===== config.mk =====
export PLATFORM = sky130hd
export DESIGN_NAME = mem_control
export DESIGN_NICKNAME = d
export VERILOG_FILES = /design/src/source/backend_pkg.sv /design/src/source/mem_control.sv
export VERILOG_INCLUDE_DIRS = /design/src /design/src/source
export SDC_FILE = /design/constraint.sdc
export NUM_CORES = 1
export LEC_CHECK = 0
export BUFFER_PORTS_ARGS = -buffer_cell sky130_fd_sc_hd__buf_4
export CORE_MARGIN = 1
export CORE_UTILIZATION = 51
export CTS_BUF_LIST = sky130_fd_sc_hd__clkbuf_16
export DETAILED_ROUTE_END_ITERATION = 12
export PLACE_DENSITY = 0.8
export SLEW_MARGIN = 20
export SYNTH_ARGS = -nofsm -noshare
export SYNTH_HDL_FRONTEND = slang
export SYNTH_SLANG_ARGS = --single-unit

===== constraint.sdc =====
create_clock -name clk -period 1.75 [get_ports clk]
set_input_delay 0 -clock clk [delete_from_list [all_inputs] [get_ports clk]]
set_output_delay 0 -clock clk [all_outputs]
set_load 0.005 [all_outputs]

===== src/source/backend_defs.svh =====
`ifndef BACKEND_DEFS_SVH
`define BACKEND_DEFS_SVH

////////////////////////////////////////////////////////////////////////////
// Datapath sizes
////////////////////////////////////////////////////////////////////////////

// Data and address width
`define XLEN 32

// Register index width, 32 architectural registers
`define REG_ADDR_W 5

// Data memory depth in 32-bit words, word index is address bits 9:2
`define DMEM_WORDS 256

// Control word leaving the control module
// [11:7] dest, [6] reg write, [5:4] wb select, [3] mem access, [2:0] width
`define CTRL_W 12

`endif


===== src/source/backend_pkg.sv =====
package backend_pkg;

    ////////////////////////////////////////////////////////////////////////////
    // Instruction encodings seen by the back end
    ////////////////////////////////////////////////////////////////////////////

    // Memory opcode from execute
    typedef enum logic [1:0] {
        MEM_OP_NONE  = 2'd0,  // ALU result goes to rd
        MEM_OP_LOAD  = 2'd1,
        MEM_OP_STORE = 2'd2,
        MEM_OP_NOP   = 2'd3   // no register write at all
    } mem_op_e;

    // Access width, same encoding as funct3
    typedef enum logic [2:0] {
        W_BYTE  = 3'd0,
        W_HALF  = 3'd1,
        W_WORD  = 3'd2,
        W_BYTEU = 3'd4,
        W_HALFU = 3'd5
    } width_e;

    // Writeback source
    typedef enum logic [1:0] {
        WB_ALU  = 2'd0,
        WB_LOAD = 2'd1
    } wb_sel_e;

endpackage


===== src/source/mem_control.sv =====
`include "backend_defs.svh"

module mem_control
    import backend_pkg::*;
(
    input  logic                   clk,
    input  logic                   reset,
    input  logic                   valid_i,
    input  mem_op_e                mem_op_i,
    input  width_e                 funct3_i,
    input  logic [`REG_ADDR_W-1:0] rd_i,
    input  logic [1:0]             addr_low_i,
    output logic [`CTRL_W-1:0]     ctrl_o,
    output logic                   misaligned_o,
    output logic [`XLEN-1:0]       miss_count_o
);

    logic    is_mem;
    logic    width_ok;
    logic    access;
    logic    reg_we;
    wb_sel_e wb_sel;

    // Load or store on a valid cycle
    assign is_mem = valid_i && (mem_op_i == MEM_OP_LOAD || mem_op_i == MEM_OP_STORE);
    // Reserved funct3 codes never reach the memory
    assign width_ok = funct3_i inside {W_BYTE, W_HALF, W_WORD, W_BYTEU, W_HALFU};

    // Half at odd address, word at any nonzero offset
    always_comb begin
        misaligned_o = 1'b0;
        if (is_mem) begin
            case (funct3_i)
                W_HALF, W_HALFU: misaligned_o = addr_low_i[0];
                W_WORD:          misaligned_o = (addr_low_i != 2'b00);
                default:         misaligned_o = 1'b0;
            endcase
        end
    end

    ////////////////////////////////////////////////////////////////////////////
    // Opcode decode
    ////////////////////////////////////////////////////////////////////////////
    always_comb begin
        access = 1'b0;
        reg_we = 1'b0;
        wb_sel = WB_ALU;
        case (mem_op_i)
            MEM_OP_NONE: reg_we = 1'b1;
            MEM_OP_LOAD: begin
                access = 1'b1;
                reg_we = 1'b1;
                wb_sel = WB_LOAD;
            end
            MEM_OP_STORE: access = 1'b1;
            default: access = 1'b0;
        endcase
        // x0 is never written
        if (rd_i == '0) begin
            reg_we = 1'b0;
            // Otherwise access without write would decode as a store
            if (mem_op_i == MEM_OP_LOAD) begin
                access = 1'b0;
            end
        end
    end

    // Pack in reference layout, suppressed accesses become a no-op
    assign ctrl_o = (valid_i && !misaligned_o && !(is_mem && !width_ok))
                  ? {rd_i, reg_we, wb_sel, access, funct3_i}
                  : '0;

    // Count of suppressed misaligned accesses
    always_ff @(posedge clk or negedge reset) begin
        if (!reset) begin
            miss_count_o <= '0;
        end else if (misaligned_o) begin
            miss_count_o <= miss_count_o + 1'b1;
        end
    end

    // Idle cycles must not disturb MEM, WB or the register file
    a_idle_ctrl_zero: assert property (@(posedge clk) disable iff (!reset)
        !valid_i |-> ctrl_o == '0)
        else $error("control word nonzero on an idle cycle");

endmodule


==> results.toml <==
[sta]
finalSetupViolations = 0
timing.hold.ws_ps = 195
slew_viol_final = 0
finalSetupTns_ps = 0
timing.final.crit_period_ps = 1640
final_min_period_over_clock_period_pct = 93.5
slew_headroom_pct = 65.1
timing.fmax_mhz = 611
worstMarginPinSlew_ps = 521
hold_viol = 0
fin_worst_skew_ps = 4.18
rsz0062_at_grt = "no"

[synth]
synth_area_leaders = "dfrtp_1 (41%), xor2_1 (13%), nor4_2 (8.4%)"
synthTopCellsByCount = "dfrtp_1 (32), xor2_1 (28), nor4_2 (13)"
synthDistinctLibCells = 40
yosys_warnings = 0
synth.net_count = 193
avgSynthCellArea_sq_um = 11.1
ys_seq_area_share_pct = 41.3
synthArstFlopShare_pct = 100
synth.most_common_cell = "dfrtp_1"
syn_inst = 174
synth_top_area_cell = "dfrtp_1"
synthesis.area_sq_um = 1940
synth_top_area_share_pct = 41.3
synth_edf_count = 0
synth_ff_type = "dfrtp_1"
ys_ff_latch = 32

[final_layout]
insertedDiodeCount = 0
syn2layout_area_growth_pct = 34.4
finalNetCount = 260
largest_register_ffs = 32
finish.utilization_pct = 71.1
drive_above_1_share_pct = 40.9
instances_no_fill = 290
top_register = "miss_count_o"
top_regs = "miss_count_o: 32 flops"

[cts]
cts_tree = "built"
cts_buffers = 5
post_cts_resized = 0
clock_latency_ps = 270
clock-sinks = 32
cts_setup_buffers = 0
htree_num_levels = 2
clockRootBuffer = "clkbuf_16"
postCtsHoldBufs = 1
cts.clk_slew.worst_paths_ps = 50
cts.path.max_buffers = 2

[min_path]
min_path_type = "in2async"

[critical_path]
worstSetupEndpointType = "flop"
path_class = "reg2reg"
arrival_ps = 1830
startpoint_type = "flop"
reg2reg_to = "miss_count_o[29]"
critPathMaxFanout = 7
crit_buf_inv = 0
crit_family = "simple AND/OR/NAND/NOR gates"
timing.critical_path.to = "miss_count_o[29]"
cp.depth = 4
crit_chain = "and4_4 > o2111ai_2 > nor4_2 > xor2_1"
critPathSlowestCell = "dfrtp_1"
worstSetupStartpoint = "miss_count_o[10]"
cp.required_ps = 1940
rrSetupSlack_ps = 110
reg2reg_from = "miss_count_o[10]"
rr_worst_depth = 4
critPathMaxStageDelay_ps = 410

[global_routing]
antenna_found_initial = 0
grt_pass1_vias = 1567
overflow = 0
grt_max_degree = 33
grt_pass1_wl_um = 7350
grt.total_usage_pct = 24.2

[status]
status = "finished clean"

[floorplanning]
die-area_sq_um = 4050
die_h_um = 63.6
die_x_um = 63.6
rows = 22
io_pins = 60
core_sq_um = 3660
start_util_pct = 52.9

[routing]
drt-initial-drc-count = 80
drc = 0
first_pass_iters = 4
vias = 1566
wl_per_cell_um = 15.0
avgViaCountPerCell = 5.40
routed_wl_um = 4350
ant_nets = 0

[power]
p_clk_share_pct = 40.4
p_sw_share_pct = 26.2
powerDensity_nw_per_um2 = 770
seqPwrFrac_pct = 42.6
ir_drop_mv = 0.618
internal_power_uw = 1480
combPwrFrac_pct = 17.0
power.leakage_uw = 0.00135
netSwitchingPower_uw = 526

[placement]
gp_congestion = 0.771
dp.cells = 281
dp_hpwl_um = 3180
portBuffers = 58

[run]
maxCapViolCount = 0
==> area by class of cell <==
cell class,instances,area [sq um]
clock buffers,5,125
clock inverters,3,13.8
fillers,297,1060
inverters,5,18.8
multi-input cells,130,1070
flip-flops and latches,32,801
well taps,48,60.1
repair buffers,67,518
==> cell usage in the layout, fill, tap and decap left out, types with 2 or more instances in the layout <==
master     netlist  final
nand2_1         12     12
nor4_2          13     13
nand3_1          7      7
nor4_1           5      5
clkbuf_16        0      5
dfrtp_1         32     32
xnor2_1          3      3
nor2_1           4      4
nand4_4          2      2
and3_1           2      2
xor2_1          28     28
and4_1           6      6
and2_1          11     11
ha_1             4      4
nand4_1          5      5
buf_4            2     65
inv_1            5      5
nor3_1           8      8
clkinv_2         0      2
==> metrics by stage <==
step           setup WS (ps)  cell area, sq um  power (uW)
2_1_floorplan            307              1940        1020
3_3_place_gp             202              2450        1200
3_5_place_dp             128              2450        1210
4_1_cts                  141              2600        2040
5_1_grt                 18.3              2600        2100
6_report                 114              2600        2000
==> how the worst min path moves through the flow <==
stage / startpoint / to / depth (start not counted)
floorplan: reset / miss_count_o[0] / 0
global placement: reset / miss_count_o[28] / 1
detailed placement: reset / miss_count_o[28] / 1
CTS: valid_i / miss_count_o[0] / 3
global route: reset / miss_count_o[21] / 2
finish: reset / miss_count_o[31] / 2
==> kinds of logic (layout without fill, tap and decap cells) <==
group / Yosys count / count (layout) / share of synthesized area (%)
fa+ha+maj: 4 / 4 / 2.58
buf+inv: 12 / 80 / 3.62
simple gates: 84 / 84 / 32.4
compound gates: 9 / 9 / 5.30
flops: 32 / 32 / 41.3
other cells: 1 / 1 / 0.194
mux: 1 / 1 / 0.581
xor+xnor: 31 / 31 / 14.0
==> power groups by stage <==
stage	logic [uW]	registers [uW]	clock network (uW)
after global placement	337	864	0
after CTS	348	854	834
after detailed placement	344	867	0
after global routing	377	864	862
final	341	853	809
after floorplan	160	861	0
==> layer usage <==
layer  GRT usage [%]  part of all wire, %  vias to the layer above
li1                -                    -                      763
met1            29.6                   44                      768
met4            11.1                  1.6                        0
met3            5.62                  3.0                        7
met2            40.2                   51                       28
met5               0                    0                        -
No activity file was read; power rests on OpenSTA's default activity.
