`config.mk`:
```
export PLATFORM = sky130hd
export DESIGN_NAME = mem_stage
export DESIGN_NICKNAME = d
export VERILOG_FILES = /design/src/source/mem_stage.sv
export VERILOG_INCLUDE_DIRS = /design/src /design/src/source
export SDC_FILE = /design/constraint.sdc
export NUM_CORES = 1
export LEC_CHECK = 0
export BUFFER_PORTS_ARGS = -buffer_cell sky130_fd_sc_hd__buf_2
export CAP_MARGIN = 30
export CORE_AREA = 2 2 88 90
export CTS_CLUSTER_DIAMETER = 30
export DETAILED_ROUTE_END_ITERATION = 12
export DIE_AREA = 0 0 90 92
export PLACE_DENSITY = 0.8
export SETUP_SLACK_MARGIN = 0.15
export SLEW_MARGIN = 25
export SYNTH_ARGS = -nofsm -noshare
export SYNTH_HDL_FRONTEND = slang
export SYNTH_SLANG_ARGS = --single-unit
```
`constraint.sdc`:
```
create_clock -name clk -period 0.8 [get_ports clk]
set_input_delay 0.12 -clock clk [delete_from_list [all_inputs] [get_ports clk]]
set_output_delay 0.12 -clock clk [all_outputs]
set_load 0.1 [all_outputs]
```
`src/source/backend_defs.svh`:
```
`ifndef BACKEND_DEFS_SVH
`define BACKEND_DEFS_SVH

////////////////////////////////////////////////////////////////////////////
// Datapath sizes
////////////////////////////////////////////////////////////////////////////

// Data and address width
`define XLEN 32

// Register index width, 32 architectural registers
`define REG_ADDR_W 5

// Data memory depth in 32-bit words, word index is address bits 9:2
`define DMEM_WORDS 256

// Control word leaving the control module
// [11:7] dest, [6] reg write, [5:4] wb select, [3] mem access, [2:0] width
`define CTRL_W 12

`endif

```
`src/source/mem_stage.sv`:
```
`include "backend_defs.svh"

module mem_stage (
    input  logic                   clk,
    input  logic                   reset,
    input  logic [`XLEN-1:0]       execute_result_i,
    input  logic [`XLEN-1:0]       store_data_i,
    input  logic [`CTRL_W-1:0]     control_signal_i,
    input  logic [`XLEN-1:0]       load_data_i,
    output logic [`XLEN-1:0]       store_data_o,
    output logic [2:0]             data_mem_width_sel_o,
    output logic                   data_mem_rw_o,
    output logic [`XLEN-1:0]       execute_result_o,
    output logic [`XLEN-1:0]       load_data_o,
    output logic [`CTRL_W-2:0]     control_signal_o,
    output logic [`REG_ADDR_W-1:0] mem_stage_destination_o,
    output logic                   mem_stage_we_o
);

    ////////////////////////////////////////////////////////////////////////////
    // Memory side, combinational in the MEM cycle
    ////////////////////////////////////////////////////////////////////////////

    assign store_data_o         = store_data_i;
    assign data_mem_width_sel_o = control_signal_i[2:0];
    // Store is access without register write
    assign data_mem_rw_o        = control_signal_i[3] & ~control_signal_i[6];

    // To hazard and forwarding logic
    assign mem_stage_destination_o = control_signal_i[11:7];
    assign mem_stage_we_o          = control_signal_i[6];

    ////////////////////////////////////////////////////////////////////////////
    // MEM/WB register
    ////////////////////////////////////////////////////////////////////////////

    // Keeps dest, we, wb select and width; the access bit is consumed here
    always_ff @(posedge clk or negedge reset) begin
        if (!reset) begin
            execute_result_o <= '0;
            load_data_o      <= '0;
            control_signal_o <= '0;
        end else begin
            execute_result_o <= execute_result_i;
            load_data_o      <= load_data_i;
            control_signal_o <= {control_signal_i[11:4], control_signal_i[2:0]};
        end
    end

    // Write strobe and register write are exclusive
    a_strobe_vs_we: assert property (@(posedge clk) disable iff (!reset)
        data_mem_rw_o |-> !mem_stage_we_o)
        else $error("memory write strobe with register write enable");

endmodule

```
==> impl_results.md, run 1 <==
- Power Density: between 1500 and 2000 nW/um2
- First-pass GRT wire length: approximately 11 mm
- N_diodes: 0
- Via density: approximately 3.9
- Drt pass-1 iters: 4
- Largest net degree at the start of global routing: 34
- Crit path max-delay family: flip-flops
- Seq cells post-synth: 75
- Clock root buffer master: clkbuf_8
- Overflow after GRT: 0
- Post-synth cell types: 3
- Std-Cell Core Area: 7450 um2
- Layout area overhead: 150%
- Post-Syn Nets: about 230
- Arrival time worst endpoint: 1.01 ns
- Wirelength per Cell: ~16 um
- Die Y: around 92 um
- Synthesized area per cell: 18.8 um2
- RSZ-0062 raised after global routing: yes
- Failing checks: setup timing
- Worst Hold Class: input port to async pin
- Num CTS Buffers: 9
- Max-Cap Viols: 0
- CTS tree: yes
- Final critical-path share of the clock period: 1.41
- Final net count: 440
- Routed Antenna Nets: 0
- Worst VDD drop: 1070 uV
- Final Max Tran Viols: 0
- Outcome: complete, but fails checks
- YS warnings: 0
- Worst Setup End Kind: output port
- Fin worst setup slack: -0.329 ns
- Crit path buf inv count: 1
- Worst Setup SP: load_data_o[3]
- Min Tclk post-route: 1.13 ns
- Syn Std Cell Area: around 2200 um2
- Vias in the first global route: about 2,100
- # DRC: 0
- Clock Sinks: 75
- CTS Buffer Depth: 2
- Die Wd: roughly 90 um
- Crit Path Class: register to output port
- Least-Margin Pin Slew: between 0.15 and 0.2 ns
- Fin util: 0.737
- Initial core utilization: 0.295
- Crit-path slowest cell: dfrtp_4
- Initial DRC count: 50
- Crit-path max FO: 1
- Pre-CTS WS: between 0.03 and 0.04 ns
- Leak pwr: 2.40 nW
- Fill cell count: 438
- Rows: 32
- Required time worst endpoint: a little under 0.7 ns
- Final hold vios: 0
- Fmax: a little under 900 MHz
- H-tree depth: 3
- Die area: slightly above 8000 um2
- Post-Synthesis Cells: ~120
- Max_slew headroom: 0.869
- # setup viols final: 75
- Vias post-DR: around 1,700
- Final Wtd Congestion: 0.685
- Max incr delay on CP: between 0.4 and 0.5 ns
- Register area share after synthesis: 0.854
- Worst-path cell chain: buf_12
- Final WL: 6.99 mm
- Crit path launch type: register
- Initial antenna violation count: 0
- DPL Wire Length: between 4 and 5 mm
- IO buf count: roughly 160
- Layout cell share with drive strength beyond 1: 0.770
- Worst-path clk slew: roughly 0.09 ns
- Ports: about 230
- GRT Util Overall: 0.177
cells in the mapped netlist:
library cell	instances	area [um2]
buf_4	41	308
nor2b_4	1	13.8
dfrtp_1	75	1880
power breakdown:
| part | leakage [nW] | internal [W] | total [W] | switching, W |
|---|---|---|---|---|
| clock | 0.106 | 0.00161 | 0.00296 | 0.00135 |
| sequential | 0.806 | 0.00410 | 0.00427 | 0.000167 |
| combinational | 1.49 | 0.00129 | 0.00328 | 0.00199 |
layout make-up:
class | instances | area, um2 | area share
Tap cell | 102 | 128 | 0.0233
Timing Repair Buffer | 243 | 2990 | 0.544
Clock buffer | 12 | 155 | 0.0283
Clock inverter | 4 | 48.8 | 0.00889
Multi-Input combinational cell | 1 | 13.8 | 0.00251
Sequential cell | 75 | 2160 | 0.393
logic make-up (layout without fill, tap and decap cells):
family,count (synthesis),count (layout),synth area share
and+or+nand+nor,1,1,0.00626
buffers and inverters,41,259,0.140
DFF,75,75,0.854
state kept, by name, indices dropped and copies added, names as in the netlist:
| register | count |
|---|---|
| load_data_o | 32 |
| execute_result_o | 32 |
| control_signal_o | 11 |
metrics by stage:
step	cells	total power (W)	TNS (ns)	cell area (um2)	hold WS, ns
final	437	0.0105	-23.22	5490	0.208
after global routing	437	0.0109	-26.37	5490	0.197
after CTS	435	0.0106	-24.98	5420	0.158
after detailed placement	342	0.00730	0	4430	-0.0201
after global placement	342	0.00725	0	4430	-0.0254
after floorplan	117	0.00670	0	2480	-0.176
metal layers:
metal | GRT usage | up-vias | part of all wire | wire length (um)
met5 | 0 | - | 0 | 0
met4 | 0.0897 | 0 | 0.026 | 182
met3 | 0.0740 | 23 | 0.087 | 605
met2 | 0.300 | 125 | 0.54 | 3770
met1 | 0.191 | 804 | 0.35 | 2440
li1 | - | 742 | - | -
what timing repair did:
item	CTS	global route
resized for setup	3	3
setup buffers	1	0
gates cloned	0	2
hold endpoints to repair	150	0
endpoints found under the setup margin	76	141
hold buffers	76	0
placed cells by master (no fill, tap or decap):
master         synthesis  final
buf_8                  0      1
dfrtp_4                0     74
clkinv_2               0      2
buf_6                  0      2
buf_12                 0     87
clkbuf_16              0      2
clkbuf_1               0      1
clkbuf_8               0     11
clkinv_4               0      1
dlygate4sd3_1          0     76
buf_16                 0      1
bufinv_16              0      1
dfrtp_2                0      1
buf_2                  0     74
nor2b_4                1      1
worst paths after layout:
check,endpoint,slack [ns],cells after the start
min,load_data_o[30],0.21,2
max in group asynchronous,execute_result_o[19],0.19,3
min in group clk,store_data_o[10],0.24,0
max,load_data_o[3],-0.33,1
Note: power is estimated with default switching activity, not from simulation.
==> inputs of run 2 (changes only) <==
CTS_BUF_LIST = sky130_fd_sc_hd__clkbuf_16   (was unset)
==> run 2 against run 1 <==
Against the previous run:
- combinational power shrank 2%
- critical path type unchanged
- critical path depth is the same
- highest routed layer unchanged
- global-route usage shrank 0.50 points
- the flow finishes with violations (hold timing, setup timing)
- routed wire length shrank 5.2%
- sequential share of layout area is the same
- core utilization is the same
- clock power grew 28%
- worst setup slack gained 0.032 ns
==> impl_results.md, run 2 (synthesis gave the netlist of run 1 again) <==
- CTS Buffer Depth: 2 (unchanged)
- Worst Setup End Kind: output port (unchanged)
- Min Tclk post-route: 1.10 ns (was 1.13 ns)
- Met1 usage: 0.183 (was 0.191)
- Outcome: complete, but fails checks (unchanged)
- Commonest non-fill, non-tap cells in the layout: buf_12 (88), dfrtp_4 (74), dlygate4sd3_1 (74), buf_2 (74), clkbuf_16 (9) (was buf_12 (87), dlygate4sd3_1 (76), dfrtp_4 (74), buf_2 (74), clkbuf_8 (11))
- Ports: 227 (unchanged)
- IO buf count: 162 (unchanged)
- Via density: 3.87 (was 3.88)
- H-tree depth: 3 (unchanged)
- Met3 GRT Util: 0.0805 (was 0.0740)
- Initial antenna violation count: 0 (unchanged)
- Vias in the first global route: 2,019 (was 2,056)
- CTS tree: yes (unchanged)
- Max-Cap Viols: 0 (unchanged)
- Psw: 0.00356 W (was 0.00351 W)
- Final net count: 436 (was 440)
- Clock root buffer master: clkbuf_16 (was clkbuf_8)
- Std-Cell Core Area: 7450 um2 (unchanged)
- Fmax: 912 MHz (was 886 MHz)
- Reg area: 2160 um2 (unchanged)
- Failing checks: hold timing, setup timing (was setup timing)
- Required time worst endpoint: 0.68 ns (about the same)
- Vias post-DR: 1,674 (was 1,694)
- Worst Hold Class: input port to async pin (unchanged)
- Initial core utilization: 0.295 (unchanged)
- Layout area overhead: 150% (unchanged)
- Worst-path clk slew: 0.06 ns (was 0.09 ns)
- Drt pass-1 iters: 4 (unchanged)
- Max incr delay on CP: 0.49 ns (about the same)
- # DRC: 0 (unchanged)
- Wirelength per Cell: 15.3 um (was 16.0 um)
- Worst VDD drop: 1210 uV (was 1070 uV)
- Crit path buf inv count: 1 (unchanged)
- Power Density: 2060 nW/um2 (was 1910 nW/um2)
- Routed Antenna Nets: 0 (unchanged)
- Crit path max-delay family: flip-flops (unchanged)
- Top Registers: execute_result_o x32, load_data_o x32, control_signal_o x11 (unchanged)
- Post-CTS Hold Buffers: 74 (was 76)
- Multi-input logic area: 13.8 um2 (unchanged)
- Final Max Tran Viols: 0 (unchanged)
- Final Wtd Congestion: 0.685 (unchanged)
- Sw frac: 0.315 (was 0.334)
- Final hold vios: 75 (was 0)
- GRT Util Overall: 0.172 (was 0.177)
- Largest net degree at the start of global routing: 34 (unchanged)
- Arrival time worst endpoint: 0.98 ns (was 1.01 ns)
- Least-Margin Pin Slew: 0.186 ns (was 0.196 ns)
- Seq pwr share: 0.378 (was 0.406)
- N_diodes: 0 (unchanged)
- DPL Wire Length: 4.58 mm (unchanged)
- Rows: 32 (unchanged)
- Layout cell share with drive strength beyond 1: 0.767 (was 0.770)
- Final critical-path share of the clock period: 1.37 (was 1.41)
- GR peak layer: met2 (unchanged)
- Clock power share: 0.336 (was 0.282)
- Fin util: 0.737 (unchanged)
- Max_slew headroom: 0.876 (was 0.869)
- Pre-CTS WS: 0.0352 ns (unchanged)
- Worst Setup SP: execute_result_o[29] (was load_data_o[3])
- Comb pwr share: 0.286 (was 0.312)
- Fill cell count: 452 (was 438)
- Internal power: 0.00774 W (was 0.00700 W)
- Die area: 8280 um2 (unchanged)
- Leak pwr: 2.40 nW (about the same)
- Crit-path max FO: 1 (unchanged)
- # setup viols final: 75 (unchanged)
- Overflow after GRT: 0 (unchanged)
- Die Wd: 90 um (unchanged)
- Final WL: 6.63 mm (was 6.99 mm)
- Met2 GRT Util: 0.293 (was 0.300)
- Worst-path cell chain: buf_12 (unchanged)
- Most common cell after layout, fill and taps aside: buf_12 (unchanged)
- First-pass GRT wire length: 10.8 mm (was 11.1 mm)
- Initial DRC count: 22 (was 50)
- Die Y: 92 um (unchanged)
- Clock Sinks: 75 (unchanged)
- Crit path launch type: register (unchanged)
- Crit-path slowest cell: dfrtp_4 (unchanged)
- Fin worst setup slack: -0.297 ns (was -0.329 ns)
- Crit Path Class: register to output port (unchanged)
- RSZ-0062 raised after global routing: yes (unchanged)
- Num CTS Buffers: 9 (unchanged)
- Final Hold Slack: -0.364 ns (was 0.208 ns)
run 2: changes by cell type in the layout (fill, tap and decap cells not counted), sizes merged:
| cell | previous run | this run |
|---|---|---|
| clkbuf | 14 | 9 |
| dlygate4sd3 | 76 | 74 |
| inv | 0 | 1 |
| clkinv | 3 | 5 |
run 2: layer usage:
layer	routed length [um]	vias up
met4	164	0
li1	-	735
met1	2230	793
met3	691	22
met2	3540	124
met5	0	-
run 2: final cells by class:
class / count / share of cell area
multi-input cells: 1 / 0.00251
clock inverters: 7 / 0.0109
flip-flops and latches: 75 / 0.393
clock buffers: 9 / 0.0410
well taps: 102 / 0.0233
repair buffers: 239 / 0.530
run 2: final timing paths:
kind                                   endpoint  slack (ns)  cells past startpoint
max in group asynchronous   control_signal_o[1]        0.71                      2
worst min-delay path            load_data_o[30]       -0.36                      1
min in group clk            control_signal_o[5]        0.01                      2
worst max-delay path       execute_result_o[29]       -0.30                      1
run 2: what timing repair did:
| item | in CTS | in global routing |
|---|---|---|
| resized for setup | 3 | 1 |
| setup endpoints to repair | 76 | 76 |
| endpoints found under the hold margin | 150 | 75 |
| setup buffers | 1 | 0 |
run 2: stage by stage:
step	total power, W	std cells	instance area [um2]	hold WS (ns)	TNS, ns
2_1_floorplan	0.00670	117	2480	-0.176	0
3_3_place_gp	0.00725	342	4430	-0.0254	0
3_5_place_dp	0.00730	342	4430	-0.0201	0
4_1_cts	0.0114	433	5480	-0.367	-22.57
5_1_grt	0.0117	433	5490	-0.365	-23.35
6_report	0.0113	433	5490	-0.364	-21.40
run 2: power by group through the flow:
stage | Sequential, W | Combinational (W) | Clock, W
after floorplan | 0.00571 | 0.000992 | 0
after global placement | 0.00435 | 0.00290 | 0
after detailed placement | 0.00436 | 0.00294 | 0
after CTS | 0.00428 | 0.00324 | 0.00393
after global routing | 0.00429 | 0.00332 | 0.00409
final | 0.00428 | 0.00323 | 0.00379
