## src/source/backend_defs.svh

```systemverilog
`ifndef BACKEND_DEFS_SVH
`define BACKEND_DEFS_SVH

////////////////////////////////////////////////////////////////////////////
// Datapath sizes
////////////////////////////////////////////////////////////////////////////

// Data and address width
`define XLEN 32

// Register index width, 32 architectural registers
`define REG_ADDR_W 5

// Data memory depth in 32-bit words, word index is address bits 9:2
`define DMEM_WORDS 256

// Control word leaving the control module
// [11:7] dest, [6] reg write, [5:4] wb select, [3] mem access, [2:0] width
`define CTRL_W 12

`endif

```

## src/source/backend_pkg.sv

```systemverilog
package backend_pkg;

    ////////////////////////////////////////////////////////////////////////////
    // Instruction encodings seen by the back end
    ////////////////////////////////////////////////////////////////////////////

    // Memory opcode from execute
    typedef enum logic [1:0] {
        MEM_OP_NONE  = 2'd0,  // ALU result goes to rd
        MEM_OP_LOAD  = 2'd1,
        MEM_OP_STORE = 2'd2,
        MEM_OP_NOP   = 2'd3   // no register write at all
    } mem_op_e;

    // Access width, same encoding as funct3
    typedef enum logic [2:0] {
        W_BYTE  = 3'd0,
        W_HALF  = 3'd1,
        W_WORD  = 3'd2,
        W_BYTEU = 3'd4,
        W_HALFU = 3'd5
    } width_e;

    // Writeback source
    typedef enum logic [1:0] {
        WB_ALU  = 2'd0,
        WB_LOAD = 2'd1
    } wb_sel_e;

endpackage

```

## src/source/writeback_stage.sv

```systemverilog
`include "backend_defs.svh"

module writeback_stage
    import backend_pkg::*;
(
    input  logic [`XLEN-1:0]       execute_result_i,
    input  logic [`XLEN-1:0]       load_data_i,
    input  logic [`CTRL_W-2:0]     control_signal_i,
    output logic                   rf_we_o,
    output logic [`REG_ADDR_W-1:0] rf_waddr_o,
    output logic [`XLEN-1:0]       rf_wdata_o
);

    // Registered control: [10:6] dest, [5] we, [4:3] wb select, [2:0] width
    logic [2:0]       width;
    wb_sel_e          wb_sel;
    logic [`XLEN-1:0] lane_word;
    logic [`XLEN-1:0] load_value;

    assign width  = control_signal_i[2:0];
    assign wb_sel = wb_sel_e'(control_signal_i[4:3]);

    // Move addressed byte or half down to bit 0
    assign lane_word = load_data_i >> {execute_result_i[1:0], 3'b000};

    ////////////////////////////////////////////////////////////////////////////
    // Load extension
    ////////////////////////////////////////////////////////////////////////////
    always_comb begin
        case (width)
            W_BYTE:  load_value = {{(`XLEN-8){lane_word[7]}}, lane_word[7:0]};
            W_HALF:  load_value = {{(`XLEN-16){lane_word[15]}}, lane_word[15:0]};
            W_BYTEU: load_value = {{(`XLEN-8){1'b0}}, lane_word[7:0]};
            W_HALFU: load_value = {{(`XLEN-16){1'b0}}, lane_word[15:0]};
            // Word load, offset is always zero here
            default: load_value = load_data_i;
        endcase
    end

    // Register file write port
    assign rf_we_o    = control_signal_i[5];
    assign rf_waddr_o = control_signal_i[10:6];
    assign rf_wdata_o = (wb_sel == WB_LOAD) ? load_value : execute_result_i;

endmodule

```

## config.mk

```make
export PLATFORM = sky130hd
export DESIGN_NAME = writeback_stage
export DESIGN_NICKNAME = d
export VERILOG_FILES = /design/src/source/backend_pkg.sv /design/src/source/writeback_stage.sv
export VERILOG_INCLUDE_DIRS = /design/src /design/src/source
export SDC_FILE = /design/constraint.sdc
export NUM_CORES = 1
export LEC_CHECK = 0
export BUFFER_PORTS_ARGS = -buffer_cell sky130_fd_sc_hd__buf_2
export CORE_UTILIZATION = 35
export DETAILED_ROUTE_END_ITERATION = 8
export PLACE_DENSITY = 0.77
export SYNTH_ARGS = -nofsm -noshare
export SYNTH_HDL_FRONTEND = slang
export SYNTH_SLANG_ARGS = --single-unit
```

## constraint.sdc

```tcl
create_clock -name vclk -period 4.39
set_input_delay 0.878 -clock vclk [all_inputs]
set_output_delay 0.878 -clock vclk [all_outputs]
set_load 0.01 [all_outputs]
```

==> results of run 1 <==
==> path summary, 6_finish.rpt <==
path / startpoint / slack (ns) / endpoint
worst max-delay path: execute_result_i[1] / 0.88 / rf_wdata_o[31]
worst min-delay path: control_signal_i[5] / 1.76 / rf_we_o
==> synth_stat cells <==
library cell	n	area, sq um
a21oi_1	28	140
nor2_1	26	97.6
o22ai_1	17	106
nand2_1	14	52.6
o21ai_0	11	55.1
mux2i_1	10	100
o22ai_2	10	125
buf_4	8	60.1
clkbuf_1	8	30.0
buf_6	6	67.6
nand3b_1	6	45.0
o211a_1	6	60.1
a2bb2oi_1	5	43.8
mux2i_4	4	90.1
and2b_1	2	15.0
buf_1	2	7.51
buf_2	2	10.0
or3b_2	2	17.5
a21boi_0	1	7.51
nand2b_1	1	6.26
nand2b_4	1	13.8
nor3_2	1	10.0
nor3b_2	1	12.5
o21ai_1	1	5.00
o31ai_4	1	21.3
or3_1	1	6.26
==> per-layer routing <==
layer,up-vias,track usage,share of wire
met1,711,0.313,0.42
met5,-,0,0
li1,796,-,-
met4,0,0.0390,0.011
met2,72,0.386,0.49
met3,8,0.0171,0.078
==> report_power, final <==
part | leakage, nW | total, mW | internal (mW) | switching (mW)
clock network | 0 | 0 | 0 | 0
logic | 0.792 | 0.188 | 0.0840 | 0.104
registers | 0 | 0 | 0 | 0
total | 0.792 | 0.188 | 0.0840 | 0.104
==> area by class of cell <==
| cell class | instances | area [sq um] | share of cell area |
|---|---|---|---|
| multi-input combinational | 149 | 1030 | 0.648 |
| timing repair buffer | 101 | 505 | 0.318 |
| tap | 44 | 55.1 | 0.0346 |
==> cells in the final DEF (no fill, tap or decap), types with 5 or more instances in the layout <==
| master | synthesis | final |
|---|---|---|
| o21ai_0 | 11 | 11 |
| nor2_1 | 26 | 26 |
| nand3b_1 | 6 | 6 |
| o22ai_1 | 17 | 17 |
| buf_2 | 2 | 101 |
| o211a_1 | 6 | 6 |
| a21oi_1 | 28 | 28 |
| a2bb2oi_1 | 5 | 5 |
| o22ai_2 | 10 | 10 |
| mux2i_1 | 10 | 10 |
| nand2_1 | 14 | 14 |
==> stage by stage <==
| stage | hold WS [ns] | util | worst slack (ns) | std cells |
|---|---|---|---|---|
| after floorplan | 1.85 | - | 1.61 | 175 |
| after global placement | 1.76 | 0.505 | 0.920 | 294 |
| after detailed placement | 1.76 | 0.505 | 0.865 | 294 |
| after CTS | 1.76 | 0.505 | 0.869 | 294 |
| after global routing | 1.76 | 0.505 | 0.736 | 294 |
| final | 1.76 | 0.505 | 0.881 | 294 |
==> cell families after synthesis <==
group                  after synthesis  share of synthesized area
AOI/OAI and AO/OA                   80                      0.468
and+or+nand+nor                     55                      0.229
buffers and inverters               26                      0.145
muxes                               14                      0.158
==> summary.md, run 1 <==
| Metric | Value |
|---|---|
| Outcome | complete, no violations |
| Final setup vio count | 0 |
| CLK BUF | 0 |
| Worst Hold Path Cells | 0 |
| Area Overhead vs Synth | 32.0% |
| Post-route cell area | 1590 sq um |
| Initial core utilization | 0.383 |
| Pin count of the biggest net entering global routing | 38 |
| Most frequent CP cell | mux2i_4 |
| Final period util | 0.799 |
| GR Overflow Total | 0 |
| Crit-path cells | buf_2, mux2i_4, mux2i_4, mux2i_4, o22ai_1, buf_2 |
| Mapped Cells | around 180 |
| Vias in the first global route | between 1000 and 1500 |
| Worst hold path type | primary input to output pin |
| CP startpoint kind | primary input |
| Worst Max-Slew Pin Slew | a little over 0.9 ns |
| Critical path type | primary input to output pin |
| Initial antenna violation count | 0 |
| Syn_nets | 250 |
| YS warnings | 0 |
| RSZ-0062 raised after global routing | no |
| Top Ports | between 100 and 150 |
| TNS Setup | 0 ns |
| Routed WL | 4210 um |
| Post-CTS Hold Buffers | 0 |
| Crit Path Max Fanout | 18 |
| Post_cts resized | 0 |
| Drt via density | around 5.4 |
| Num sequential | 0 |
| Diodes inserted | 0 |
| Max-slew violation count | 0 |
| Die Footprint | around 3700 sq um |
| Die width | about 61 um |
| Total Power | 0.188 mW |
| Rows | 20 |
| Die Y | about 61 um |
| Netlist Area Pre-Place | around 1200 sq um |
| Pre-antenna DRT Iters | 5 |
| Final hold violations | 0 |
| Library cells used by synthesis | 26 |
| Post-route ant nets | 0 |
| Min Tclk post-route | approximately 3.5 ns |
| Static Leak | approximately 0.8 nW |
| Residual DRC | 0 |
| Power Dens Cells | around 120 nW/um^2 |
| Cell family with most CP delay | multiplexers |
| Worst slew margin | 0.376 |
| GPL Wtd Cong | roughly 0.82 |
| First-pass GRT wire length | between 6000 and 7000 um |
| Worst vdd ir | ~0.073 mV |
| Sequential cell area | 0 sq um |
| DRT iter0 DRCs | 25 |
| Layout cells sized above 1 | 0.484 |
| Seq/Total Area, Yosys | 0 |
| CP required | 3.51 ns |
| Avg WL per Cell | around 14 um |
| Crit. path cell count | 6 |
| Critical Path Max Stage Delay | ~0.57 ns |
| Crit path capture type | output pin |
| Vias | 1587 |
| Slowest CP cell | mux2i_4 |
| Post-DP HPWL | ~3200 um |
| Filler Cell Count | 350 |
| Total Routing Usage GR | 0.225 |
| CORE AREA | approximately 3200 sq um |
| Port Buf Inserts | 101 |
| Placed Area | about 1600 sq um |
| Nets | 327 |
| # Post-CTS Setup Buffers | 0 |
| Syn Area/Cell | between 6 and 7 sq um |
| Arr. time, crit path | about 2.6 ns |
| MaxCap Viol Count | 0 |
| Fmax achieved | 0.285 GHz |
| Worst Path Buf+Inv | 2 |
(Power assumes the default switching activity.)
==> run 2, diff against run 1 <==
--- a/config.mk
+++ b/config.mk
@@ -9,7 +9,7 @@
 export BUFFER_PORTS_ARGS = -buffer_cell sky130_fd_sc_hd__buf_2
 export CORE_UTILIZATION = 35
 export DETAILED_ROUTE_END_ITERATION = 8
-export PLACE_DENSITY = 0.77
+export PLACE_DENSITY = 0.8
 export SYNTH_ARGS = -nofsm -noshare
 export SYNTH_HDL_FRONTEND = slang
 export SYNTH_SLANG_ARGS = --single-unit
==> constraint.sdc (replaced) <==
create_clock -name vclk -period 3.21
set_input_delay 0.642 -clock vclk [all_inputs]
set_output_delay 0.642 -clock vclk [all_outputs]
set_load 0.01 [all_outputs]
==> run 2 against run 1 <==
Net effect:
- via count is 2.4% higher
- die area stayed put
- final area is 3.1% higher
- clock-buffer cell count unchanged
- wire length increased by 2.0%
- combinational power rose by 42%
- first-iteration DRC count grew to 3.2 times the previous value
- global-route usage down 0.40 points
- hold slack got worse by 0.47 ns
- critical path type unchanged
- critical endpoint is now rf_wdata_o[30]
- largest cell class unchanged
- largest power group unchanged
- highest routed layer unchanged
==> summary.md, run 2 (synthesis results as in run 1) <==
| Metric | Value |
|---|---|
| # Post-CTS Setup Buffers | 0 (unchanged) |
| CP startpoint kind | primary input (unchanged) |
| Num sequential | 0 (unchanged) |
| Crit path capture type | output pin (unchanged) |
| Power Dens Cells | 163 nW/um^2 (was 118 nW/um^2) |
| MaxCap Viol Count | 0 (unchanged) |
| Avg WL per Cell | 14.4 um (was 14.3 um) |
| CORE AREA | 3150 sq um (unchanged) |
| Finished Layout Cells | 299 (was 294) |
| Port Buf Inserts | 101 (unchanged) |
| Critical path type | primary input to output pin (unchanged) |
| Min Tclk post-route | about 2.8 ns |
| First-pass GRT wire length | 6330 um (was 6430 um) |
| Top Ports | 113 (unchanged) |
| Die Y | 60.7 um (unchanged) |
| Post-DP HPWL | 3370 um (was 3180 um) |
| Area Overhead vs Synth | 36.1% (was 32.0%) |
| Post-route ant nets | 0 (unchanged) |
| GPL Wtd Cong | 0.870 (was 0.825) |
| Placed Area | 1640 sq um (was 1590 sq um) |
| Routed WL | 4300 um (was 4210 um) |
| Post-route cell area | 1640 sq um (was 1590 sq um) |
| Max-slew violation count | 0 (unchanged) |
| Rows | 20 (unchanged) |
| DRT iter0 DRCs | 80 (was 25) |
| Post-CTS Hold Buffers | 0 (unchanged) |
| Initial core utilization | 0.383 (unchanged) |
| Arr. time, crit path | 2.12 ns (was 2.63 ns) |
| Cell family with most CP delay | buffers and inverters (was multiplexers) |
| Drt via density | 5.43 (was 5.40) |
| Residual DRC | 0 (unchanged) |
| Nets | 332 (was 327) |
| Most frequent cells in the layout | 101 x buf_2, 28 x a21oi_1, 26 x nor2_1 (unchanged) |
| Dpl cells | 299 (was 294) |
| Pre-antenna DRT Iters | 4 (was 5) |
| Worst Max-Slew Pin Slew | 0.773 ns (was 0.935 ns) |
| Fin worst setup slack | 0.444 ns (was 0.881 ns) |
| GR Overflow Total | 0 (unchanged) |
| Outcome | complete, no violations (unchanged) |
| Die Footprint | 3690 sq um (unchanged) |
| Commonest non-fill, non-tap cell in the layout | buf_2 (unchanged) |
| Final setup vio count | 0 (unchanged) |
| Post-place setup slack | 0.455 ns (was 0.865 ns) |
| Worst hold path type | primary input to output pin (unchanged) |
| Vias in the first global route | 1297 (was 1340) |
| Crit-path cells | buf_2, mux2i_1, o21ai_1, mux2i_4, buf_12, o22ai_2, buf_2 (was buf_2, mux2i_4, mux2i_4, mux2i_4, o22ai_1, buf_2) |
| CP required | 2.57 ns (was 3.51 ns) |
| Worst Path Buf+Inv | 3 (was 2) |
| Die width | 60.7 um (unchanged) |
| TNS Setup | 0 ns (unchanged) |
| Initial antenna violation count | 0 (unchanged) |
| Total Routing Usage GR | 0.221 (was 0.225) |
| Diodes inserted | 0 (unchanged) |
| Worst slew margin | 0.485 (was 0.376) |
| Most frequent CP cell | buf_2 (was mux2i_4) |
| Critical Path Max Stage Delay | 0.38 ns (was 0.57 ns) |
| Worst vdd ir | 0.0614 mV (was 0.0730 mV) |
| Static Leak | 0.821 nW (was 0.792 nW) |
| Total Power | 0.267 mW (was 0.188 mW) |
| Vias | 1625 (was 1587) |
| Fmax achieved | 0.361 GHz |
| Layout cells sized above 1 | 0.494 (was 0.484) |
| Pin count of the biggest net entering global routing | 37 (was 38) |
| Post_cts resized | 0 (unchanged) |
| Crit Path Max Fanout | 25 (was 18) |
| Final period util | 0.862 |
| Slowest CP cell | buf_2 (was mux2i_4) |
| Area occupied by multi-input gates | 1030 sq um (unchanged) |
| Final hold violations | 0 (unchanged) |
| Sequential cell area | 0 sq um (unchanged) |
| Filler Cell Count | 346 (was 350) |
| CLK BUF | 0 (unchanged) |
| RSZ-0062 raised after global routing | no (unchanged) |
-- run 2: final timing paths --
check	startpoint	endpoint	slack [ns]	depth (start not counted)
setup / recovery	execute_result_i[0]	rf_wdata_o[30]	0.44	7
hold / removal	control_signal_i[6]	rf_waddr_o[0]	1.28	0
-- run 2: through the flow --
stage               hold slack (ns)   util
global route                   1.28  0.521
floorplan                      1.38      -
global placement               1.28  0.521
finish                         1.28  0.521
CTS                            1.28  0.521
detailed placement             1.28  0.521
-- run 2: per-layer routing --
layer	share of wire	up-vias	track usage
met2	0.48	87	0.355
li1	-	812	-
met1	0.42	720	0.335
met3	0.10	6	0.0149
met5	0	-	0
met4	0.0067	0	0.0227
-- run 2: cell type report --
| class | count | area share |
|---|---|---|
| tap | 44 | 0.0335 |
| multi-input combinational | 149 | 0.628 |
| timing repair buffer | 106 | 0.338 |
-- run 2: where the power goes --
group	switching, mW	internal [mW]	total (mW)	leakage [nW]
Clock	0	0	0	0
Combinational	0.143	0.124	0.267	0.821
Sequential	0	0	0	0
Total	0.143	0.124	0.267	0.821
